$ cat config.mk
export PLATFORM = sky130hd
export DESIGN_NAME = turf_wars
export DESIGN_NICKNAME = d
export VERILOG_FILES = /design/src/design/turf_pkg.sv /design/src/design/turf_game_fsm.sv /design/src/design/turf_game_timer.sv /design/src/design/turf_pixel_unit.sv /design/src/design/turf_wars.sv
export SDC_FILE = /design/constraint.sdc
export NUM_CORES = 1
export LEC_CHECK = 0
export BUFFER_PORTS_ARGS = -buffer_cell sky130_fd_sc_hd__buf_2
export CORE_MARGIN = 2
export CORE_UTILIZATION = 51
export CTS_CLUSTER_DIAMETER = 200
export DETAILED_ROUTE_END_ITERATION = 7
export PLACE_DENSITY = 0.77
export SETUP_SLACK_MARGIN = 0.15
export SLEW_MARGIN = 20
export SYNTH_ARGS = -nofsm -noshare
export SYNTH_HDL_FRONTEND = slang
export SYNTH_SLANG_ARGS = --single-unit
$ cat constraint.sdc
create_clock -name CLOCK_50 -period 3.54 [get_ports CLOCK_50]
set_clock_uncertainty 0.1 [all_clocks]
set_input_delay 0.354 -clock CLOCK_50 [delete_from_list [all_inputs] [get_ports CLOCK_50]]
set_output_delay 0.354 -clock CLOCK_50 [all_outputs]
set_load 0.02 [all_outputs]
$ cat src/design/turf_pkg.sv
package turf_pkg;

  // Screen position, x in the upper bits so {x, y} forms the sweep address
  typedef struct packed {
    logic [7:0] x;
    logic [6:0] y;
  } coord_t;

  typedef struct packed {
    coord_t     pos;
    logic [2:0] colour;
  } pixel_t;

  typedef enum logic [3:0] {
    idle, clear_plot, clear_hold, clear_step,
    draw_p1, draw_p2, draw_p3, draw_p4, draw_timer,
    end_plot, end_hold, end_step,
    game_over
  } game_state_e;

  typedef enum logic [3:0] {
    cmd_none, cmd_clear_plot, cmd_clear_hold, cmd_clear_step,
    cmd_p1, cmd_p2, cmd_p3, cmd_p4,
    cmd_timer
  } plot_cmd_e;

  localparam logic [7:0] screen_x_max = 8'd159;
  localparam logic [6:0] screen_y_max = 7'd127; // Rows 120 up are off screen
  localparam logic [6:0] timer_row    = 7'd119;
  localparam logic [7:0] timer_last_x = 8'd158;

  // Last address of a sweep
  localparam coord_t sweep_last = '{x: screen_x_max, y: screen_y_max};

  localparam int clear_hold_cycles = 2;
  localparam int hold_w            = $clog2(clear_hold_cycles + 1);

  localparam logic [4:0] key_space = 5'd16;

  localparam logic [2:0] colour_black = 3'b000;
  localparam logic [2:0] colour_white = 3'b111;
  localparam logic [2:0] colour_p1    = 3'b001;
  localparam logic [2:0] colour_p2    = 3'b010;
  localparam logic [2:0] colour_p3    = 3'b100;
  localparam logic [2:0] colour_p4    = 3'b110;

endpackage

$ cat src/design/turf_game_fsm.sv
module turf_game_fsm
  import turf_pkg::*;
(
  input  logic       CLOCK_50,
  input  logic       rst_n,
  input  logic [4:0] key_code,
  input  logic       running,
  input  logic       sweep_done,
  input  logic       hold_done,
  output plot_cmd_e  cmd,
  output logic       sweep_white,
  output logic       game_started
);

  game_state_e state;
  game_state_e state_next;

  always_ff @(posedge CLOCK_50 or negedge rst_n)
  begin
    if (!rst_n)
      state <= idle;
    else
      state <= state_next;
  end

  // Next-state table
  always_comb
  begin
    state_next = state;
    case (state)
      idle:
      begin
        if (key_code == key_space)
          state_next = clear_plot;
      end

      // Start sweep in black, one pixel per plot/hold/step round
      clear_plot: state_next = clear_hold;
      clear_hold: state_next = hold_done ? clear_step : clear_hold;
      clear_step: state_next = sweep_done ? draw_p1 : clear_plot;

      // Game frame
      draw_p1:    state_next = draw_p2;
      draw_p2:    state_next = draw_p3;
      draw_p3:    state_next = draw_p4;
      draw_p4:    state_next = draw_timer;
      draw_timer: state_next = running ? draw_p1 : end_plot;

      // End sweep in white
      end_plot:   state_next = end_hold;
      end_hold:   state_next = hold_done ? end_step : end_hold;
      end_step:   state_next = sweep_done ? game_over : end_plot;

      game_over:  state_next = game_over; // Parked until reset
      default:    state_next = idle;
    endcase
  end

  // One command per state
  always_comb
  begin
    case (state)
      clear_plot,
      end_plot:   cmd = cmd_clear_plot;
      clear_hold,
      end_hold:   cmd = cmd_clear_hold;
      clear_step,
      end_step:   cmd = cmd_clear_step;
      draw_p1:    cmd = cmd_p1;
      draw_p2:    cmd = cmd_p2;
      draw_p3:    cmd = cmd_p3;
      draw_p4:    cmd = cmd_p4;
      draw_timer: cmd = cmd_timer;
      default:    cmd = cmd_none;
    endcase
  end

  assign sweep_white = state inside {end_plot, end_hold, end_step};

  // Everything from the first frame on, including the end sweep
  assign game_started = state inside {draw_p1, draw_p2, draw_p3, draw_p4, draw_timer,
                                      end_plot, end_hold, end_step, game_over};

  // Game over is terminal
  a_game_over_sticky: assert property (
    @(posedge CLOCK_50) disable iff (!rst_n)
    state == game_over |=> state == game_over
  );

endmodule

$ cat src/design/turf_game_timer.sv
module turf_game_timer
  import turf_pkg::*;
(
  input  logic       CLOCK_50,
  input  logic       rst_n,
  input  logic       timer_tick,
  input  logic       game_started,
  output logic [7:0] bar_x,
  output logic       running
);

  logic started_seen; // Game start already taken

  always_ff @(posedge CLOCK_50 or negedge rst_n)
  begin
    if (!rst_n)
    begin
      bar_x        <= '0;
      running      <= 1'b0;
      started_seen <= 1'b0;
    end
    else if (game_started)
    begin
      started_seen <= 1'b1;
      if (!started_seen)
        running <= 1'b1;
      if (timer_tick)
      begin
        bar_x <= bar_x + 8'd1;
        // Old bar position decides the end of the game
        if (bar_x >= timer_last_x)
          running <= 1'b0;
      end
    end
  end

  // One game per reset
  a_running_no_restart: assert property (
    @(posedge CLOCK_50) disable iff (!rst_n)
    (game_started && started_seen && !running) |=> !running
  );

endmodule

$ cat src/design/turf_pixel_unit.sv
module turf_pixel_unit
  import turf_pkg::*;
(
  input  logic             CLOCK_50,
  input  logic             rst_n,
  input  plot_cmd_e        cmd,
  input  logic             sweep_white,
  input  coord_t     [3:0] player_pos,
  input  logic       [7:0] bar_x,
  output pixel_t           pixel,
  output logic             plot,
  output logic             sweep_done,
  output logic             hold_done
);

  coord_t              sweep_addr;
  logic   [hold_w-1:0] hold_cnt;
  pixel_t              pixel_d;
  logic                plot_d;

  // Step from the last address ends the sweep
  assign sweep_done = (sweep_addr == sweep_last);
  assign hold_done  = (hold_cnt == '0);

  always_ff @(posedge CLOCK_50 or negedge rst_n)
  begin
    if (!rst_n)
    begin
      sweep_addr <= '0;
      hold_cnt   <= '0;
    end
    else
    begin
      case (cmd)
        cmd_clear_plot: hold_cnt <= hold_w'(clear_hold_cycles);
        cmd_clear_hold:
        begin
          if (!hold_done)
            hold_cnt <= hold_cnt - hold_w'(1);
        end
        cmd_clear_step:
        begin
          if (sweep_done)
            sweep_addr <= '0; // Ready for the next sweep
          else
            sweep_addr <= coord_t'(sweep_addr + 15'd1); // y inner, x outer
        end
        default: ;
      endcase
    end
  end

  // Coordinate and colour select
  always_comb
  begin
    pixel_d = '0;
    plot_d  = 1'b1;
    case (cmd)
      cmd_clear_plot:
      begin
        pixel_d.pos    = sweep_addr;
        pixel_d.colour = sweep_white ? colour_white : colour_black;
      end
      cmd_p1:    pixel_d = '{pos: player_pos[0], colour: colour_p1};
      cmd_p2:    pixel_d = '{pos: player_pos[1], colour: colour_p2};
      cmd_p3:    pixel_d = '{pos: player_pos[2], colour: colour_p3};
      cmd_p4:    pixel_d = '{pos: player_pos[3], colour: colour_p4};
      cmd_timer: pixel_d = '{pos: '{x: bar_x, y: timer_row}, colour: colour_white};
      default:   plot_d  = 1'b0; // Hold, step and none plot nothing
    endcase
  end

  always_ff @(posedge CLOCK_50)
  begin
    if (plot_d)
      pixel <= pixel_d;
  end

  always_ff @(posedge CLOCK_50 or negedge rst_n)
  begin
    if (!rst_n)
      plot <= 1'b0;
    else
      plot <= plot_d;
  end

  // Sweep pixel strobe is followed by four quiet cycles
  a_sweep_spacing: assert property (
    @(posedge CLOCK_50) disable iff (!rst_n)
    cmd == cmd_clear_plot |=> plot ##1 !plot [*4]
  );

endmodule

$ cat src/design/turf_wars.sv
module turf_wars
  import turf_pkg::*;
(
  input  logic             CLOCK_50,
  input  logic             rst_n,
  input  logic       [4:0] key_code,
  input  coord_t     [3:0] player_pos,
  input  logic             timer_tick,
  output pixel_t           pixel,
  output logic             plot,
  output logic             game_started,
  output logic             running
);

  plot_cmd_e  cmd;
  logic       sweep_white;
  logic       sweep_done;
  logic       hold_done;
  logic [7:0] bar_x;

  turf_game_fsm i_game_fsm (
    .CLOCK_50     (CLOCK_50),
    .rst_n        (rst_n),
    .key_code     (key_code),
    .running      (running),
    .sweep_done   (sweep_done),
    .hold_done    (hold_done),
    .cmd          (cmd),
    .sweep_white  (sweep_white),
    .game_started (game_started)
  );

  turf_pixel_unit i_pixel_unit (
    .CLOCK_50    (CLOCK_50),
    .rst_n       (rst_n),
    .cmd         (cmd),
    .sweep_white (sweep_white),
    .player_pos  (player_pos),
    .bar_x       (bar_x),
    .pixel       (pixel),
    .plot        (plot),
    .sweep_done  (sweep_done),
    .hold_done   (hold_done)
  );

  turf_game_timer i_game_timer (
    .CLOCK_50     (CLOCK_50),
    .rst_n        (rst_n),
    .timer_tick   (timer_tick),
    .game_started (game_started),
    .bar_x        (bar_x),
    .running      (running)
  );

endmodule

==> results <==
- The H-tree level count is 2.
- The clock latency of the later-clocked register in the worst-skew pair is 0.30 ns.
- In this run the mean area of a mapped cell was 10.2 um^2.
- Synthesis handed over a netlist of 278 instances.
- Of the cells placed in the final design, the portion with a size suffix greater than 1 is 0.299.
- The cell at the root of the clock tree is sky130_fd_sc_hd__clkbuf_8.
- The initial utilization of the core area, before any placement, comes to 0.521.
- In this run, post-CTS repair resized a total of 0 instances.
- Summing all multi-input logic gate instances after layout gives 0.00139 mm^2.
- Of the total power, the share spent switching nets is 0.404.
- In the final routed layout, each cell accounts on average for 16.7 um.
- The register area is 0.00134 mm^2.
- The net count after synthesis is 355.
- After layout, the minimum clock period comes to roughly 2.5 ns.
- The routability congestion estimate is 0.917.
- The max capacitance violation total is 0.
- Setup repair after global routing left no endpoint under its margin.
- The floorplan has 27 rows.
- Setup total negative slack on the finished layout was measured at 0 ns.
- The die is a little under 80 um wide.
- In this run the deepest clock path goes through 2 buffers.
- The critical path is of the reg2out type.
- The global-route usage over all layers is 0.240.
- In the finished design, the share of the clock period the worst path needs comes to 0.711.
- The number of different library cells used by synthesis comes to 50.
- The I/O pin total is 89.
- During synthesis, Yosys emitted a total of 0 warnings.
- The critical path endpoint category is an output port.
- Clock tree synthesis inserted a total of 5 buffers.
- In this run the power density over the cells is 771 mW/mm^2.
- For this run, the detailed router's first-pass iteration total came to 7.
- The filler cells instantiated in the layout total about 420.
- The number of pins with negative max-slew slack in the final report is 0.
- For the pin with the worst max-slew slack, the measured transition is 1.05 ns.
- The floorplan step defined a die boundary enclosing 0.00617 mm^2.
- For this run, the register share of the synthesized area comes to 0.473.
- The largest net degree at the start of global routing is 33.
- The area growth from synthesis to layout is 22.2%.
- The worst path arrival time is between 2 and 2.5 ns.
- The routed layout has 2593 vias.
- Summed over all cells, the static leakage comes to around 1.6 nW.
- The most common cell in the synthesized netlist is sky130_fd_sc_hd__a22oi_1.
- The violation count after the first detailed-route iteration is 167.
- The setup fix buffers added after clock tree synthesis is 0.
- The dominant synthesized flop cell is sky130_fd_sc_hd__dfrtp_1.
- The share of flip-flops with an asynchronous set or reset after synthesis is 0.640.
- In this run, synthesis produced a sequential element count of 50.
- The first-pass GRT wire length is 11500 um.
- The checks that failed: negative hold slack.
- The height of the die is 78.5 um.
- The number of antenna violations at the first check in global routing was 0.
- The register share of total power is 0.375.
- The share of total power dissipated in the clock network is 0.174.
- In this run the worst path has a maximum fanout of 11.
- STA classifies the critical path startpoint as a register.
- The worst hold-check path type is in2async.
- Measured in cells, the most critical reg-to-reg path has a length of 6.
- Setup slack closes at 1.02 ns.
- The final number of setup-violating endpoints is 0.
- The net count of the finished layout is 440.
- Port buffering added just under 90 buffers.
- After routing the design area is ~0.0035 mm^2.
- The final global-route overflow total is 0.
- The mean number of vias per cell is 5.95.
- The number of hold buffers added after cts is 0.
- Measured against its own limit, the worst slew margin works out to 0.297.
- The synthesized design contains 18 enable-type register cells.
- The internal portion of total power is 1.59 mW.
- The routed design has 7280 um of wire.
- At the placement stage, the worst setup path has a slack of 1.08 ns.
- After synthesis, the cell types taking the most area are sky130_fd_sc_hd__dfrtp_1, sky130_fd_sc_hd__edfxtp_1, sky130_fd_sc_hd__a22oi_1.
- The standard cell core area is 0.00544 mm^2.
- Once detailed placement completed, the half-perimeter wirelength came to ~5400 um.
- The net switching power is 1.08 mW.
- The placed instances occupy a cell area of 0.00333 mm^2.
- After detailed placement, the design holds a cell count of 428.
- The count of nets left with antenna violations once routing finished came out at 0.
- The worst register-to-register path begins at i_game_fsm.state[3].
- The flow ran to the end, but the final reports show violations.
- The synthesized design spends more area on one cell type than any other, namely sky130_fd_sc_hd__dfrtp_1.
- The share of total power dissipated in combinational logic is 0.451.
- The diode insertion count for antenna repair is 0.
- The required time at the endpoint of the critical path is approximately 3.1 ns.
- The area fraction of the dominant cell type after synthesis is 0.283.
- Clock-pin slew was measured on the worst setup and hold paths at 0.09 ns.
- The via count of the first global-routing pass is 2306.
- Based on the critical path, the design can be clocked at up to roughly 400 MHz.
- The critical path starts at i_game_fsm.state[2].
- The post-route DRC violation count is 0.
- The number of clock sinks is 50.
- TritonCTS built the clock tree.
- Across the VDD grid, the largest voltage drop is approximately 0.48 mV.
- After the flow finishes, the layout carries non-filler instances totaling 436.
- The number of hold violations in the final report was 14.
- The post-synthesis cell area is about 0.0028 mm^2.
- The worst hold margin is -0.00552 ns.
- Ranked by instance count, the synthesized netlist is headed by sky130_fd_sc_hd__a22oi_1, sky130_fd_sc_hd__dfrtp_1, sky130_fd_sc_hd__nand3_1.
## cell type report
type / instances / share of cell area
multi-input cells: 203 / 0.400
flip-flops and latches: 50 / 0.387
repair buffers: 92 / 0.136
well taps: 72 / 0.0260
clock buffers: 5 / 0.0199
clock inverters: 3 / 0.0184
inverters: 11 / 0.0119
## state kept, by name, indices dropped and copies added, names as in the netlist
name / flops
i_pixel_unit.hold_cnt: 2
i_pixel_unit.sweep_addr: 15
i_pixel_unit.plot: 1
i_game_timer.bar_x: 8
i_pixel_unit.pixel: 18
i_game_timer.running: 1
i_game_timer.started_seen: 1
i_game_fsm.state: 4
## per-layer routing
layer  up-vias  GRT usage  part of all wire
met5         -          0                 0
met4         0     0.0579             0.012
met3        12     0.0414             0.066
met2       112      0.387              0.47
met1      1234      0.338              0.45
li1       1235          -                 -
## kinds of logic after synthesis
| kind of cell | after synthesis | share of synthesized area |
|---|---|---|
| flops | 50 | 0.473 |
| fa+ha+maj | 9 | 0.0398 |
| buf+inv | 25 | 0.0389 |
| compound gates | 89 | 0.223 |
| mux | 2 | 0.00751 |
| xor+xnor | 14 | 0.0433 |
| simple gates | 89 | 0.174 |
## metrics by stage
stage / power, mW / util
CTS: 2.67 / 0.637
global route: 2.84 / 0.637
global placement: 2.18 / 0.612
floorplan: 1.85 / -
finish: 2.67 / 0.637
detailed placement: 2.21 / 0.612
## cell usage in the layout (no fill, tap or decap), types with 2 or more instances in the layout
cell / netlist / routed
sky130_fd_sc_hd__buf_2: 11 / 88
sky130_fd_sc_hd__a22oi_1: 38 / 38
sky130_fd_sc_hd__dfrtp_1: 32 / 32
sky130_fd_sc_hd__nand3_1: 23 / 23
sky130_fd_sc_hd__a21oi_1: 18 / 18
sky130_fd_sc_hd__edfxtp_1: 18 / 18
sky130_fd_sc_hd__nand2_1: 13 / 13
sky130_fd_sc_hd__xnor2_1: 13 / 13
sky130_fd_sc_hd__nor2_1: 11 / 11
sky130_fd_sc_hd__nand4_1: 11 / 11
sky130_fd_sc_hd__inv_1: 10 / 10
sky130_fd_sc_hd__o21ai_0: 9 / 9
sky130_fd_sc_hd__ha_1: 9 / 9
sky130_fd_sc_hd__clkbuf_8: 0 / 5
sky130_fd_sc_hd__and3_1: 4 / 4
sky130_fd_sc_hd__buf_4: 0 / 4
sky130_fd_sc_hd__nand2b_1: 3 / 3
sky130_fd_sc_hd__a211oi_2: 3 / 3
sky130_fd_sc_hd__a21o_1: 3 / 3
sky130_fd_sc_hd__and4_1: 3 / 3
sky130_fd_sc_hd__or3b_1: 3 / 3
sky130_fd_sc_hd__nor3b_1: 3 / 3
sky130_fd_sc_hd__nor2b_1: 3 / 3
sky130_fd_sc_hd__and2_1: 3 / 3
sky130_fd_sc_hd__o211ai_1: 3 / 3
sky130_fd_sc_hd__nor3_1: 2 / 2
sky130_fd_sc_hd__o41ai_1: 2 / 2
sky130_fd_sc_hd__bufinv_16: 0 / 2
## power groups by stage
stage	Clock, mW	Sequential (mW)	Combinational (mW)
after global placement	0	1.01	1.17
final	0.465	1.00	1.20
after global routing	0.495	1.03	1.32
after floorplan	0	1.09	0.754
after detailed placement	0	1.01	1.20
after CTS	0.473	0.997	1.20
## worst max-delay path: stages, from the launching register on
cell                      delay (ns)
sky130_fd_sc_hd__dfrtp_1        0.64
sky130_fd_sc_hd__ha_1           0.27
sky130_fd_sc_hd__nor3b_1        0.48
sky130_fd_sc_hd__or2_2          0.22
sky130_fd_sc_hd__buf_2          0.16
## final timing paths
path	to	slack, ns
hold reg to reg	i_game_timer.started_seen	0.38
setup reg to reg	i_pixel_unit.pixel[1]	1.04
max in group asynchronous	i_game_timer.bar_x[2]	2.89
setup / recovery	game_started	1.02
min in group CLOCK_50	i_pixel_unit.pixel[4]	0.25
hold / removal	i_pixel_unit.sweep_addr[4]	-0.006
No activity file was read; power rests on OpenSTA's default activity.
